[src/include/dbg_regs.svh]
`ifndef DBG_REGS_SVH
`define DBG_REGS_SVH

// Host bridge register map
`define DBG_REG_TX      4'h0
`define DBG_REG_RX      4'h4
`define DBG_REG_STATUS  4'h8

`define LAST_BIT        16   // Flit last flag in TX and RX words
`define RX_VALID_BIT    31   // RX word holds a flit

`endif

[src/rtl/dbg_pkg.sv]
`default_nettype none

package dbg_pkg;

   // One link word between debug modules
   typedef struct packed {
      logic        valid;
      logic        last;
      logic [15:0] data;
   } dii_flit;

   typedef enum logic [1:0] {
      CMD_READ  = 2'd0,
      CMD_WRITE = 2'd1,
      CMD_RESP  = 2'd2
   } dbg_cmd_e;

   // First flit of every packet
   typedef struct packed {
      logic [9:0] dest;
      dbg_cmd_e   cmd;
      logic [3:0] reg_addr;
   } dii_hdr_t;

   typedef union packed {
      logic [15:0] raw;
      dii_hdr_t    hdr;
   } dii_word_u;

   localparam logic [9:0] HOST_ID = 10'd0;   // Destination of responses

endpackage

`default_nettype wire

[src/rtl/dbg_flit_fifo.sv]
`default_nettype none

module dbg_flit_fifo #(
   parameter int DEPTH = 4
) (
   input  logic                   clk,
   input  logic                   rst_n,
   input  dbg_pkg::dii_flit       in_flit,
   output logic                   in_ready,
   output dbg_pkg::dii_flit       out_flit,
   input  logic                   out_ready,
   output logic [$clog2(DEPTH):0] count
);

   localparam int AW = $clog2(DEPTH);

   logic [16:0]   mem [DEPTH];   // {last, data}
   logic [AW-1:0] wr_ptr;
   logic [AW-1:0] rd_ptr;
   logic          push;
   logic          pop;
   logic          full;
   logic          empty;

   assign full     = (count == (AW + 1)'(DEPTH));
   assign empty    = (count == '0);
   assign in_ready = ~full;
   assign push     = in_flit.valid & in_ready;
   assign pop      = out_ready & ~empty;

   always_ff @(posedge clk) begin
      if (push) begin
         mem[wr_ptr] <= {in_flit.last, in_flit.data};
      end
   end

   always_ff @(posedge clk) begin
      if (!rst_n) begin
         wr_ptr <= '0;
         rd_ptr <= '0;
         count  <= '0;
      end else begin
         if (push) wr_ptr <= wr_ptr + 1'b1;   // Wraps at DEPTH
         if (pop) rd_ptr <= rd_ptr + 1'b1;
         case ({push, pop})
            2'b10:   count <= count + 1'b1;
            2'b01:   count <= count - 1'b1;
            default: ;
         endcase
      end
   end

   // Head flit shown ahead of the pop
   assign out_flit = '{valid: ~empty, last: mem[rd_ptr][16], data: mem[rd_ptr][15:0]};

endmodule

`default_nettype wire

[src/rtl/dbg_host_apb.sv]
`default_nettype none

`include "dbg_regs.svh"

module dbg_host_apb #(
   parameter int FIFO_DEPTH = 4
) (
   input  logic                        clk,
   input  logic                        rst_n,
   input  logic [3:0]                  paddr,
   input  logic                        psel,
   input  logic                        penable,
   input  logic                        pwrite,
   input  logic [31:0]                 pwdata,
   output logic [31:0]                 prdata,
   output logic                        pready,
   output logic                        pslverr,
   output dbg_pkg::dii_flit            req_in,
   input  logic                        req_in_ready,
   input  dbg_pkg::dii_flit            rsp_out,
   output logic                        rsp_out_ready,
   input  logic [$clog2(FIFO_DEPTH):0] rsp_count
);

   logic        setup;
   logic        access;
   logic        tx_write;
   logic        rx_read;
   logic        rx_avail_q;
   logic [31:0] rdata_mux;
   logic [31:0] rdata_q;

   assign setup    = psel & ~penable;
   assign access   = psel & penable;
   assign tx_write = access & pwrite & (paddr == `DBG_REG_TX);
   assign rx_read  = access & ~pwrite & (paddr == `DBG_REG_RX);

   assign pready  = 1'b1;
   assign pslverr = tx_write & ~req_in_ready;   // Request FIFO full, flit lost

   // Push only when it is sure to be taken
   assign req_in = '{valid: tx_write & req_in_ready,
                     last:  pwdata[`LAST_BIT],
                     data:  pwdata[15:0]};

   always_comb begin
      rdata_mux = '0;
      case (paddr)
         `DBG_REG_RX: begin
            if (rsp_out.valid) begin
               rdata_mux[`RX_VALID_BIT] = 1'b1;
               rdata_mux[`LAST_BIT]     = rsp_out.last;
               rdata_mux[15:0]          = rsp_out.data;
            end
         end
         `DBG_REG_STATUS: begin
            rdata_mux[0]   = ~req_in_ready;
            rdata_mux[7:4] = 4'(rsp_count);
         end
         default: ;
      endcase
   end

   // Read data captured in the setup phase
   always_ff @(posedge clk) begin
      if (setup && !pwrite) begin
         rdata_q <= rdata_mux;
      end
   end

   // Head only changes by our own pop, so the sampled flit is still there
   always_ff @(posedge clk) begin
      if (!rst_n) begin
         rx_avail_q <= 1'b0;
      end else if (setup) begin
         rx_avail_q <= ~pwrite & (paddr == `DBG_REG_RX) & rsp_out.valid;
      end
   end

   assign prdata        = rdata_q;
   assign rsp_out_ready = rx_read & rx_avail_q;

endmodule

`default_nettype wire

[src/rtl/dbg_scm.sv]
`default_nettype none

module dbg_scm #(
   parameter logic [9:0]  SCM_ID    = 10'd1,
   parameter logic [15:0] SYSTEM_ID = 16'h5a17
) (
   input  logic             clk,
   input  logic             rst_n,
   input  dbg_pkg::dii_flit req_out,
   output logic             req_out_ready,
   output dbg_pkg::dii_flit rsp_in,
   input  logic             rsp_in_ready,
   output logic             sys_rst,
   output logic             cpu_rst
);

   typedef enum logic [2:0] {
      HEADER,
      WDATA,
      DRAIN,
      RSP_HDR,
      RSP_DATA
   } state_e;

   state_e             state;
   dbg_pkg::dii_word_u in_word;
   dbg_pkg::dii_word_u rsp_word;
   logic               req_take;
   logic               for_me;
   logic               is_write;
   logic               is_read;
   logic [3:0]         addr_q;
   logic [1:0]         ctrl;
   logic [15:0]        scratch;
   logic [15:0]        rd_data;

   assign req_out_ready = (state == HEADER) || (state == WDATA) || (state == DRAIN);
   assign req_take      = req_out.valid & req_out_ready;

   always_comb begin
      in_word.raw = req_out.data;
   end

   assign for_me   = (in_word.hdr.dest == SCM_ID);
   assign is_write = for_me & (in_word.hdr.cmd == dbg_pkg::CMD_WRITE);
   assign is_read  = for_me & (in_word.hdr.cmd == dbg_pkg::CMD_READ);

   always_ff @(posedge clk) begin
      if (!rst_n) begin
         state <= HEADER;
      end else begin
         case (state)
            HEADER: begin
               if (req_take) begin
                  if (is_write && !req_out.last) state <= WDATA;
                  else if (is_read && req_out.last) state <= RSP_HDR;
                  else if (!req_out.last) state <= DRAIN;   // Foreign or unknown
               end
            end
            WDATA: begin
               if (req_take) state <= req_out.last ? HEADER : DRAIN;
            end
            DRAIN: begin
               if (req_take && req_out.last) state <= HEADER;
            end
            RSP_HDR: begin
               if (rsp_in_ready) state <= RSP_DATA;
            end
            RSP_DATA: begin
               if (rsp_in_ready) state <= HEADER;
            end
            default: state <= HEADER;
         endcase
      end
   end

   always_ff @(posedge clk) begin
      if (state == HEADER && req_take) begin
         addr_q <= in_word.hdr.reg_addr;
      end
   end

   always_ff @(posedge clk) begin
      if (!rst_n) begin
         ctrl    <= '0;
         scratch <= '0;
      end else if (state == WDATA && req_take) begin
         case (addr_q)
            4'd0:    ctrl    <= req_out.data[1:0];
            4'd1:    scratch <= req_out.data;
            default: ;   // SYSID and holes are read only
         endcase
      end
   end

   always_comb begin
      case (addr_q)
         4'd0:    rd_data = {14'd0, ctrl};
         4'd1:    rd_data = scratch;
         4'd2:    rd_data = SYSTEM_ID;
         default: rd_data = '0;
      endcase
   end

   always_comb begin
      rsp_word.hdr.dest     = dbg_pkg::HOST_ID;
      rsp_word.hdr.cmd      = dbg_pkg::CMD_RESP;
      rsp_word.hdr.reg_addr = addr_q;
   end

   assign rsp_in = '{valid: (state == RSP_HDR) || (state == RSP_DATA),
                     last:  (state == RSP_DATA),
                     data:  (state == RSP_HDR) ? rsp_word.raw : rd_data};

   assign sys_rst = ctrl[0];
   assign cpu_rst = ctrl[1];

endmodule

`default_nettype wire

[src/rtl/debug_system.sv]
`default_nettype none

module debug_system #(
   parameter int          FIFO_DEPTH = 4,
   parameter logic [9:0]  SCM_ID     = 10'd1,
   parameter logic [15:0] SYSTEM_ID  = 16'h5a17
) (
   input  logic        clk,
   input  logic        rst_n,
   input  logic [3:0]  paddr,
   input  logic        psel,
   input  logic        penable,
   input  logic        pwrite,
   input  logic [31:0] pwdata,
   output logic [31:0] prdata,
   output logic        pready,
   output logic        pslverr,
   output logic        sys_rst,
   output logic        cpu_rst
);

   dbg_pkg::dii_flit                req_in;
   logic                            req_in_ready;
   dbg_pkg::dii_flit                req_out;
   logic                            req_out_ready;
   logic [$clog2(FIFO_DEPTH):0]     req_count;
   dbg_pkg::dii_flit                rsp_in;
   logic                            rsp_in_ready;
   dbg_pkg::dii_flit                rsp_out;
   logic                            rsp_out_ready;
   logic [$clog2(FIFO_DEPTH):0]     rsp_count;

   dbg_host_apb #(.FIFO_DEPTH(FIFO_DEPTH)) u_host (
      .clk(clk), .rst_n(rst_n),
      .paddr(paddr), .psel(psel), .penable(penable), .pwrite(pwrite),
      .pwdata(pwdata), .prdata(prdata), .pready(pready), .pslverr(pslverr),
      .req_in(req_in), .req_in_ready(req_in_ready),
      .rsp_out(rsp_out), .rsp_out_ready(rsp_out_ready), .rsp_count(rsp_count)
   );

   dbg_flit_fifo #(.DEPTH(FIFO_DEPTH)) u_req_fifo (
      .clk(clk), .rst_n(rst_n),
      .in_flit(req_in), .in_ready(req_in_ready),
      .out_flit(req_out), .out_ready(req_out_ready), .count(req_count)
   );

   dbg_scm #(.SCM_ID(SCM_ID), .SYSTEM_ID(SYSTEM_ID)) u_scm (
      .clk(clk), .rst_n(rst_n),
      .req_out(req_out), .req_out_ready(req_out_ready),
      .rsp_in(rsp_in), .rsp_in_ready(rsp_in_ready),
      .sys_rst(sys_rst), .cpu_rst(cpu_rst)
   );

   dbg_flit_fifo #(.DEPTH(FIFO_DEPTH)) u_rsp_fifo (
      .clk(clk), .rst_n(rst_n),
      .in_flit(rsp_in), .in_ready(rsp_in_ready),
      .out_flit(rsp_out), .out_ready(rsp_out_ready), .count(rsp_count)
   );

endmodule

`default_nettype wire

[config.mk]
export PLATFORM = sky130hd
export DESIGN_NAME = debug_system
export DESIGN_NICKNAME = d
export VERILOG_FILES = /design/src/rtl/dbg_pkg.sv /design/src/rtl/dbg_flit_fifo.sv /design/src/rtl/dbg_host_apb.sv /design/src/rtl/dbg_scm.sv /design/src/rtl/debug_system.sv
export VERILOG_INCLUDE_DIRS = /design/src /design/src/include
export SDC_FILE = /design/constraint.sdc
export NUM_CORES = 1
export LEC_CHECK = 0
export BUFFER_PORTS_ARGS = -buffer_cell sky130_fd_sc_hd__buf_2
export CAP_MARGIN = 20
export CORE_ASPECT_RATIO = 0.8
export CORE_UTILIZATION = 31
export CTS_BUF_LIST = sky130_fd_sc_hd__clkbuf_4 sky130_fd_sc_hd__clkbuf_8
export DETAILED_ROUTE_END_ITERATION = 10
export MAX_ROUTING_LAYER = met4
export PLACE_DENSITY_LB_ADDON = 0.3
export SETUP_SLACK_MARGIN = 0.15
export SYNTH_ARGS = -nofsm -noshare
export SYNTH_HDL_FRONTEND = slang
export SYNTH_HIERARCHICAL = 1
export SYNTH_SLANG_ARGS = --single-unit
[constraint.sdc]
create_clock -name clk -period 8.15 [get_ports clk]
set_input_delay 2.445 -clock clk [delete_from_list [all_inputs] [get_ports clk]]
set_output_delay 2.445 -clock clk [all_outputs]
set_load 0.05 [all_outputs]
==> results summary, run 1 <==
The post-CTS clock slew at the launch and capture registers of the worst setup and hold paths came out at 0.10 ns. Of the post-synthesis cell area, the dominant cell type holds 56.5%. At the worst endpoint, the arrival time is 3.27 ns. The HPWL reported at the end of detailed placement came out at 9770 um. The worst clock skew came out at 0.0137 ns. The areal power density over the cells is 239 nW/um^2.

The number of buffers and inverters on the critical path is 2. The first TritonRoute pass finished after 4 iterations. The total of buffers placed on input and output ports is 46. The share of the clock period used by the worst path after layout is 70.2%.

The worst setup path is launched from an input port. The synthesized netlist devotes 3.93% of its cell area to compound gates. The die width came out at 186 um. Counting stages on the worst path, the most repeated cell is buf_2. The number of top-level pins came out at 77.

The maximum fanout along the worst path came out at 4. The post-synthesis register bit count came out at 198. The setup total negative slack came out at 0 ns. The site row count is 53. The minimum period implied by the final worst setup slack is 5.72 ns.

Across the VDD grid, the largest voltage drop is 0.000124 V. By area the synthesized netlist is led by edfxtp_1 56%, dfxtp_1 9.5%, mux4_2 5.4%, mux4_1 4.4%, buf_4 2.9%. The global-route wire length before repair is 23500 um. The initial antenna violation count is 3.

The total detailed-routing wirelength came out at 14600 um. The maximum number of pins on one net before global-route repair is 44. The TritonCTS sink count came out at 198.

The primary flip-flop cell chosen by synthesis mapping is edfxtp_1. The headroom to the max-slew limit came out at 36.5%. At the pin with the least slew margin, the transition time is 0.953 ns.

edfxtp_1 takes more of the synthesized area than any other cell. The category of the worst setup path capture point is a primary output. edfxtp_1 is the most common cell in the netlist.

The number of buffers added by the clock tree synthesis step came out at 17. The mean instance size in the synthesized netlist came out at 16.6 sq um. The post-route DRC violation count came out at 0. The global-route usage over all layers came out at 11.7%. The number of enable-type register cells in the synthesized netlist is 158.

Among all stages on the critical path, the largest delay is contributed by nor3_2. TritonCTS built the clock tree. For this run the aggregate overflow at the end of global routing stands at 0. Setup repair after global routing left no endpoint under its margin. For this configuration, the core starts out at a cell density of 31.8%. The chip height came out at 149 um. Summing all non-filler instances in the final layout gives an area of 9210 sq um. The kind of critical path is input port to primary output. The clock insertion delay at the later pin of the skew report is 0.47 ns. The number of instances in the synthesized netlist is 507.

The fraction of synthesis flops using an asynchronous set or reset pin is 0%. By area, the combinational part of the netlist is dominated by multiplexers. The run finished with clean final reports. In this run, post-CTS repair resized a total of 0 instances. For this design, the CTS-stage hold fixing added 0 buffers.

The leakage power is 3.06 nW. The total count of hold-check failures in the final report was 0. The area added between synthesis and finish came out at 9.60%. In this design, the largest share of critical-path delay is due to simple AND/OR/NAND/NOR gates. The number of pins with negative max-slew slack in the final report came out at 0. The cell area after synthesis is 8400 sq um. The cell sitting at the root of the clock tree is a clkbuf_8.

The placed instance area is 8760 sq um. The distinct cell type count of the synthesized netlist came out at 56. The portion of netlist area occupied by mux cells is 12.5%. By count the netlist is led by 158 x edfxtp_1, 40 x dfxtp_1, 33 x buf_4. The count of antenna-violating nets left after detailed routing came out at 0. In this run the number of H-tree levels came out at 4.

Yosys printed 6 warnings. The sequential cell area fraction in the yosys report is 66.0%. The routed layout has 4112 vias. Of the cells placed in the final design, the portion with a size suffix greater than 1 is 23.6%. On the worst path, the slowest cell contributes a delay of 0.25 ns.

Of the total synthesized cell area, the portion taken by full adders, half adders and majority gates is 1.97%. Timing would allow up to 0.175 GHz. The worst hold-check path type is flop to flop.

Across the run, the number of max-cap violations was 0. The clock tree buffer depth came out at 2. STA puts the critical path data required time at 5.71 ns.

The floorplan step defined a core boundary enclosing 26500 sq um. The simple logic cell fraction of the synthesized area came out at 9.16%. Using the TritonRoute via totals, the vias-per-cell ratio works out to 4.52. The number of nets in the final layout came out at 590. The via count of the first global-routing pass came out at 4329.

The final setup violation count is 0. At the end of routability-driven placement, the weighted congestion stood at 0.716. After the first detailed-routing iteration, the DRC count stood at 298. The critical path goes through buf_2 > nor3_2 > and3_2 > buf_2. Buffers added to address setup during post-CTS repair amount to 0. The die area is 27800 sq um.

The area share of xor/xnor cells in the synthesized design is 0.938%. The mean routed wirelength per cell is 16.1 um.
registers in the layout, indices dropped and copies added (netlist names), 3 cells and up, named ones only:
signal            count
u_scm/state           3
u_req_fifo/count      3
u_rsp_fifo/count      3
u_host/prdata        18
u_scm/addr_q          4
u_scm/scratch        16
u_req_fifo/mem       68
u_rsp_fifo/mem       68
placed cells by master, fill, tap and decap left out, types with 3 or more instances in the layout:
cell and instances:
nand2_1 24, clkbuf_8 17, clkinvlp_4 6, a21oi_1 8, nor2b_1 23, xnor2_1 6
mux4_1 14, inv_6 3, inv_1 13, conb_1 15, diode_2 3, dfxtp_1 40
edfxtp_1 158, mux2i_1 23, buf_2 46, a21boi_0 3, and2_2 13, o31a_1 3
o21ai_0 8, nand4b_1 3, and3_1 3, xor2_1 3, and2_1 22, bufinv_16 4
nor2_1 7, nand2b_1 3, a22o_1 6, or3_1 4, ha_1 10, mux4_2 20
metal layers:
metal,share of wire (%),global-route usage [%],vias up
li1,-,-,1937
met1,50,15.2,2071
met2,45,17.8,89
met3,4.4,3.54,15
met4,1.1,3.32,0
met5,0,-,-
final cells by class:
cell class	count	area, sq um
Sequential cell	198	5550
Tap cell	357	447
Antenna cell	3	7.51
Inverter	13	48.8
Clock inverter	14	200
Timing Repair Buffer	49	268
Fill cell	2535	17200
Multi-Input combinational cell	258	2450
Clock buffer	18	241
power breakdown:
group	switching, mW	internal [mW]
registers	0.0534	1.13
logic	0.186	0.148
clock network	0.353	0.340
total	0.591	1.61
worst paths after layout:
kind,depth (start not counted),from,end,slack (ns)
max,4,paddr[1],pslverr,2.43
min,2,u_rsp_fifo/wr_ptr[0],u_rsp_fifo/wr_ptr[0],0.51
max reg2reg,4,u_scm/state[2],u_rsp_fifo/mem[0][4],5.11
min reg2reg,2,u_rsp_fifo/wr_ptr[0],u_rsp_fifo/wr_ptr[0],0.51
kinds of logic after synthesis:
kind of cell    count (synthesis)
flops                         198
simple gates                  124
buf+inv                        64
mux                            57
compound gates                 41
fa+ha+maj                      12
xor+xnor                        9
other cells                     2
metrics by stage:
step	util [%]	hold slack (ns)	power [mW]	cells	worst slack, ns
2_1_floorplan	-	0.468	1.47	520	2.69
6_report	34.8	0.510	2.20	910	2.43
5_1_grt	34.8	0.540	2.30	910	2.38
3_5_place_dp	33.1	0.500	1.53	875	2.43
4_1_cts	34.8	0.514	2.22	907	2.42
3_3_place_gp	33.0	0.476	1.51	873	2.47
worst reg2reg max path: cells and delay by family, from the launching register on:
kind | cells | cell delay (ns)
and+or+nand+nor | 3 | 1.79
DFF | 1 | 0.55
AOI/OAI and AO/OA | 1 | 0.31
Power figures use the tool's default switching activity.
==> inputs of run 2 (changes only) <==
Clock period 8.15 ns to 5.02 ns, I/O delays scaled along.
==> run 2 against run 1 <==
Against the previous run: combinational power grew 60%; die area unchanged; wire length is 0.56% lower; critical endpoint unchanged.
==> results summary, run 2 (synthesized netlist as in run 1, its figures left out) <==
Outcome: completed (unchanged). The deepest level of the CTS H-tree came out at 4 (unchanged). The TritonCTS sink count is 198 (unchanged). The initial antenna violation count came out at 2 (was 3).

Most frequent cells in the layout: 158 x edfxtp_1, 46 x buf_2, 40 x dfxtp_1, 24 x nand2_1 (unchanged). The worst clock skew is 0.0132 ns (was 0.0137 ns). The area added between synthesis and finish came out at 10.4% (was 9.60%). The area taken by flip-flops and latches came out at 5550 sq um (unchanged). The clock tree buffer depth came out at 2 (unchanged). The number of top-level pins is 77 (unchanged). The switching power of the nets came to 914 uW (was 591 uW).

The share of the clock period used by the worst path after layout is 76.6%. The category of the worst setup path launch point is an input port (unchanged). The share of total power in combinational logic came to 14.4% (was 15.1%). The number of inserted filler cells in the final layout came to 2474 (was 2535). The areal power density over the cells is 399 nW/um^2 (was 239 nW/um^2). The count of antenna-violating nets left after detailed routing came out at 0 (unchanged).

The number of buffers added by the clock tree synthesis step was 17 (unchanged). The setup total negative slack was 0 ns (unchanged). The post-CTS clock slew at the launch and capture registers of the worst setup and hold paths came out at 0.09 ns (was 0.10 ns). The category of the worst setup path capture point was a primary output (unchanged).

The maximum ir drop on the vdd rail came out at 0.000200 V (was 0.000124 V). The post-cts sizing count came to 0 (unchanged). The global-route usage over all layers was 11.6% (was 11.7%). The post-CTS setup-driven buffer insertion count is 0 (unchanged).

The via count of the first global-routing pass came out at 4265 (was 4329). The combined area of the multi-input logic cells is 2450 sq um (unchanged). The number of maximum-capacitance violations came out at 0 (unchanged). The clock insertion delay at the later pin of the skew report was 0.46 ns (was 0.47 ns). The number of nets in the final layout came to 590 (unchanged). The total count of hold-check failures in the final report came out at 0 (unchanged). The most common cell after layout, fill and taps aside is edfxtp_1 (unchanged). The CTS root buffer was clkbuf_8 (unchanged).

The leakage power is 3.11 nW (was 3.06 nW). The arrival time of data at the critical path endpoint came out at 2.34 ns (was 3.27 ns). The starting utilization of the core area is 31.8% (unchanged). The TritonCTS clock tree is done (unchanged). Setup repair after global routing missed its margin: no (unchanged). The highest achievable clock rate is 0.260 GHz. The die area is 27800 sq um (unchanged). The final setup violation count is 0 (unchanged). The worst hold-check path type is flop to flop (unchanged). The headroom to the max-slew limit is 33.9% (was 36.5%). The number of pins with negative max-slew slack in the final report was 0 (unchanged). The internal power came to 2.79 mW (was 1.61 mW). The switching power share of the total is 24.7% (was 26.8%). The chip height came out at 149 um (unchanged). The total of buffers placed on input and output ports came out at 46 (unchanged). The leftover overflow at the end of global routing came out at 0 (unchanged). The clock network fraction of total power came out at 33.9% (was 31.4%). The maximum fanout along the worst path is 4 (unchanged).

The mean routed wirelength per cell is 16.0 um (was 16.1 um). The smallest clock period supported by the final layout is computed as 3.85 ns. The hold-fix buffer count after cts is 0 (unchanged). The number of detailed-route iterations in the first pass came to 4 (unchanged).

The proportion of layout cells with a drive suffix above 1 is 23.6% (unchanged). The final RePlAce weighted congestion is 0.708 (was 0.716). The sequential group share of total power came out at 51.7% (was 53.5%). The core area is 26500 sq um (unchanged). The post-route DRC violation count was 0 (unchanged).

The transition at the pin with the smallest max-transition slack was 0.992 ns (was 0.953 ns). The via count came out at 4113 (was 4112). The required time at the endpoint of the critical path is 3.51 ns (was 5.71 ns).

The die width came out at 186 um (unchanged). The HPWL reported at the end of detailed placement is 9570 um (was 9770 um). The maximum number of pins on one net before global-route repair is 44 (unchanged). The total power came to 3.70 mW (was 2.20 mW). The total detailed-routing wirelength came out at 14600 um (about the same). The average via count per standard cell is 4.52 (about the same). The kind of critical path was input port to primary output (unchanged). The first-iteration detailed-routing DRC count is 256 (was 298). The global-route wire length before repair came out at 22900 um (was 23500 um). The site row count was 53 (unchanged).
## run 2: power groups by stage
stage | combinational [mW] | sequential [mW] | clock, mW
final | 0.532 | 1.92 | 1.26
after global routing | 0.585 | 1.93 | 1.34
after CTS | 0.533 | 1.92 | 1.29
after detailed placement | 0.532 | 1.96 | 0
after global placement | 0.505 | 1.95 | 0
after floorplan | 0.477 | 1.91 | 0
## run 2: area by class of cell
cell class / count / area share [%]
flip-flops and latches: 198 / 59.8
multi-input cells: 258 / 26.4
well taps: 357 / 4.81
clock buffers: 22 / 2.99
repair buffers: 49 / 2.94
clock inverters: 10 / 2.47
inverters: 13 / 0.526
diodes: 2 / 0.0539
## run 2: metal layers
metal / part of all wire [%] / global-route usage, % / routed length (um) / vias to the layer above
li1: - / - / - / 1933
met1: 49 / 15.1 / 7160 / 2074
met2: 45 / 17.6 / 6590 / 96
met3: 4.6 / 2.93 / 676 / 10
met4: 0.91 / 3.89 / 133 / 0
met5: 0 / - / 0 / -
## run 2: worst max-delay path: stages
cell	delay (ns)
buf_2	0.11
nor3_2	0.25
and3_2	0.22
buf_2	0.25
## run 2: path summary, 6_finish.rpt
check	start	endpoint	slack (ns)	depth (start not counted)
setup / recovery	paddr[1]	pslverr	1.17	4
hold / removal	u_rsp_fifo/wr_ptr[1]	u_rsp_fifo/wr_ptr[1]	0.50	2
setup reg to reg	u_scm/state[2]	u_rsp_fifo/count[1]	2.02	9
hold reg to reg	u_rsp_fifo/wr_ptr[1]	u_rsp_fifo/wr_ptr[1]	0.50	2
## run 2: through the flow
step | worst slack (ns) | utilization (%) | instances | hold WS, ns | area (sq um)
global route | 1.11 | 35.1 | 909 | 0.536 | 9280
floorplan | 1.44 | - | 520 | 0.468 | 8450
detailed placement | 1.18 | 33.0 | 874 | 0.499 | 8740
CTS | 1.17 | 34.9 | 906 | 0.513 | 9250
finish | 1.17 | 35.1 | 909 | 0.505 | 9280
global placement | 1.21 | 33.0 | 874 | 0.477 | 8740
==> inputs of run 3 (changes only) <==
Clock period 5.02 ns to 3.1 ns, I/O delays scaled along.
==> run 3 against run 2 <==
Against the previous run: global-route usage increased by 0.13 points; core utilization decreased by 0.16 points; design area decreased by 0.44%.
==> results summary, run 3 (synthesized netlist as in run 1, its figures left out) <==
The leakage power is 3.12 nW (was 3.11 nW). The category of the worst setup path launch point was an input port (unchanged). The global-route usage over all layers came out at 11.7% (was 11.6%).

The number of detailed-route iterations in the first pass was 4 (unchanged). The required time at the endpoint of the critical path was 2.17 ns (was 3.51 ns). The total of buffers placed on input and output ports is 46 (unchanged).

The reg-to-reg startpoint is u_scm/state[2] (unchanged). The worst clock skew is 0.0178 ns (was 0.0132 ns). The biggest cell delay along the critical path came to 0.25 ns (about the same). The site row count came out at 53 (unchanged). The post-CTS clock slew at the launch and capture registers of the worst setup and hold paths came out at 0.09 ns (about the same).

The highest achievable clock rate came out at 0.360 GHz. The cell with the largest stage delay on the worst path is buf_2 (was nor3_2). The core area is 26500 sq um (unchanged). The internal power came out at 4.14 mW (was 2.79 mW). The clock tree buffer depth came out at 2 (unchanged). The hold-fix buffer count after cts is 0 (unchanged). The total count of hold-check failures in the final report came out at 0 (unchanged). The share of total power in combinational logic came to 16.5% (was 14.4%). Outcome: completed (unchanged). The via count of the first global-routing pass is 4337 (was 4265).

The deepest level of the CTS H-tree came to 4 (unchanged). The starting utilization of the core area is 31.8% (unchanged). The number of inserted filler cells in the final layout is 2490 (was 2474).

The CTS root buffer is clkbuf_8 (unchanged). The area taken by flip-flops and latches came out at 5550 sq um (unchanged). The die width is 186 um (unchanged). The switching power of the nets was 1.46 mW (was 914 uW).

The post-CTS setup-driven buffer insertion count came to 0 (unchanged). The cell count of the worst reg-to-reg path came to 11 (was 9). The category of the worst setup path capture point is a primary output (unchanged). The clock insertion delay at the later pin of the skew report is 0.47 ns (was 0.46 ns).

The maximum ir drop on the vdd rail came out at 0.000298 V (was 0.000200 V). The number of diodes is 0 (was 2). The switching power share of the total is 26.1% (was 24.7%). The initial antenna violation count is 0 (was 2). The TritonCTS clock tree is done (unchanged). The proportion of layout cells with a drive suffix above 1 is 24.9% (was 23.6%). The areal power density over the cells is 606 nW/um^2 (was 399 nW/um^2).

Most frequent cells in the layout: 158 x edfxtp_1, 46 x buf_2, 40 x dfxtp_1, 24 x nand2_1 (unchanged). The combined area of the multi-input logic cells came out at 2450 sq um (unchanged). The number of pins with negative max-slew slack in the final report is 0 (unchanged). The TritonCTS sink count came out at 198 (unchanged). The final non-filler cell total came out at 920 (was 909). The minimum period implied by the final worst setup slack is 2.78 ns.

The count of antenna-violating nets left after detailed routing is 0 (unchanged). The share of the clock period used by the worst path after layout came out at 89.6%. The post-route DRC violation count came out at 0 (unchanged).

The chip height came to 149 um (unchanged). Cell Chain, Critical Path: buf_2 > nor3_2 > buf_4 > and3_2 > buf_2 (was buf_2 > nor3_2 > and3_2 > buf_2). The count of buffering cells on the critical path with inverters included is 3 (was 2). The worst hold-check path type is flop to flop (unchanged).

The average via count per standard cell came out at 4.51 (was 4.52). The clock network fraction of total power is 29.2% (was 33.9%). Setup repair after global routing missed its margin: no (unchanged). The area added between synthesis and finish came to 9.92% (was 10.4%). The setup slack of the most critical reg-to-reg path came out at 0.39 ns (was 2.02 ns). The total detailed-routing wirelength is 14800 um (was 14600 um). The sequential group share of total power is 54.3% (was 51.7%).

The cell depth of the worst setup path came out at 5 (was 4). The headroom to the max-slew limit was 42.3% (was 33.9%). The number of maximum-capacitance violations is 0 (unchanged). The kind of critical path was input port to primary output (unchanged). The post-cts sizing count came to 0 (unchanged). The HPWL reported at the end of detailed placement came out at 9940 um (was 9570 um). The final RePlAce weighted congestion is 0.740 (was 0.708). The arrival time of data at the critical path endpoint came out at 1.85 ns (was 2.34 ns).

The placed cell count came out at 889 (was 874). The most common cell after layout, fill and taps aside was edfxtp_1 (unchanged). The transition at the pin with the smallest max-transition slack is 0.864 ns (was 0.992 ns). The global-route wire length before repair was 23300 um (was 22900 um).

The number of top-level pins is 77 (unchanged). The worst setup path startpoint is paddr[1] (unchanged). The total power was 5.60 mW (was 3.70 mW). The number of buffers added by the clock tree synthesis step is 17 (unchanged).

The final setup violation count is 0 (unchanged). The end point of the critical path is pslverr (unchanged). The die area came out at 27800 sq um (unchanged). The terminus of the critical flop-to-flop path is u_rsp_fifo/count[2] (was u_rsp_fifo/count[1]). The number of nets in the final layout is 604 (was 590).

The via count is 4149 (was 4113). The first-iteration detailed-routing DRC count is 235 (was 256). The mean routed wirelength per cell came out at 16.0 um (about the same). The share of the core filled with cells in the final layout came to 34.9% (was 35.1%). The maximum fanout along the worst path is 3 (was 4). The family with the most delay on the worst path is buffers and inverters (was simple AND/OR/NAND/NOR gates). The maximum number of pins on one net before global-route repair is 44 (unchanged). The leftover overflow at the end of global routing was 0 (unchanged). The most used cell along the critical path was buf_2 (unchanged).
==> run 3: final cells by class <==
class	instances	share of cell area, %
repair buffers	63	3.87
flip-flops and latches	198	60.0
clock inverters	12	1.48
multi-input cells	258	26.6
well taps	357	4.84
inverters	13	0.528
clock buffers	19	2.70
==> run 3: power by group through the flow <==
stage	sequential [mW]	clock (mW)	combinational (mW)
final	3.04	1.63	0.923
after global routing	3.06	1.80	1.01
after CTS	3.04	1.70	0.929
after detailed placement	3.10	0	0.927
after global placement	3.10	0	0.885
after floorplan	3.09	0	0.772
==> run 3: worst min-delay path by stage <==
stage | startpoint | end | slack, ns | depth (start not counted)
after floorplan | u_req_fifo/wr_ptr[1] | u_req_fifo/wr_ptr[1] | 0.47 | 2
after global placement | u_rsp_fifo/wr_ptr[1] | u_rsp_fifo/wr_ptr[1] | 0.48 | 2
after detailed placement | u_rsp_fifo/wr_ptr[0] | u_rsp_fifo/wr_ptr[0] | 0.50 | 2
after CTS | u_rsp_fifo/wr_ptr[0] | u_rsp_fifo/wr_ptr[0] | 0.51 | 2
after global routing | u_rsp_fifo/wr_ptr[0] | u_rsp_fifo/wr_ptr[0] | 0.54 | 2
final | u_rsp_fifo/wr_ptr[0] | u_rsp_fifo/wr_ptr[0] | 0.51 | 2
==> run 3: routing by layer <==
layer / vias up / GRT usage (%) / part of all wire (%) / wire length (um)
li1: 1964 / - / - / -
met1: 2087 / 15.2 / 49 / 7200
met2: 92 / 17.9 / 46 / 6850
met3: 6 / 3.42 / 4.2 / 626
met4: 0 / 3.07 / 0.50 / 74
met5: - / - / 0 / 0
==> run 3: per-stage QoR <==
stage          instance area (sq um)  hold slack [ns]  worst slack [ns]  setup TNS (ns)
3_5_place_dp                    8850            0.499            -0.105          -0.105
6_report                        9240            0.506             0.324               0
2_1_floorplan                   8450            0.468             0.298               0
4_1_cts                         9240            0.512             0.316               0
5_1_grt                         9240            0.543             0.266               0
3_3_place_gp                    8850            0.477            0.0825               0
==> run 3: worst register-to-register path, cell delays in order, from the launching register on <==
cell      delay [ns]
dfxtp_1         0.44
nor3b_1         0.20
buf_4           0.17
or2_2           0.28
a21boi_2        0.16
inv_1           0.07
ha_1            0.18
inv_1           0.07
fa_1            0.38
xor2_1          0.17
or3_1           0.32
a21boi_0        0.20
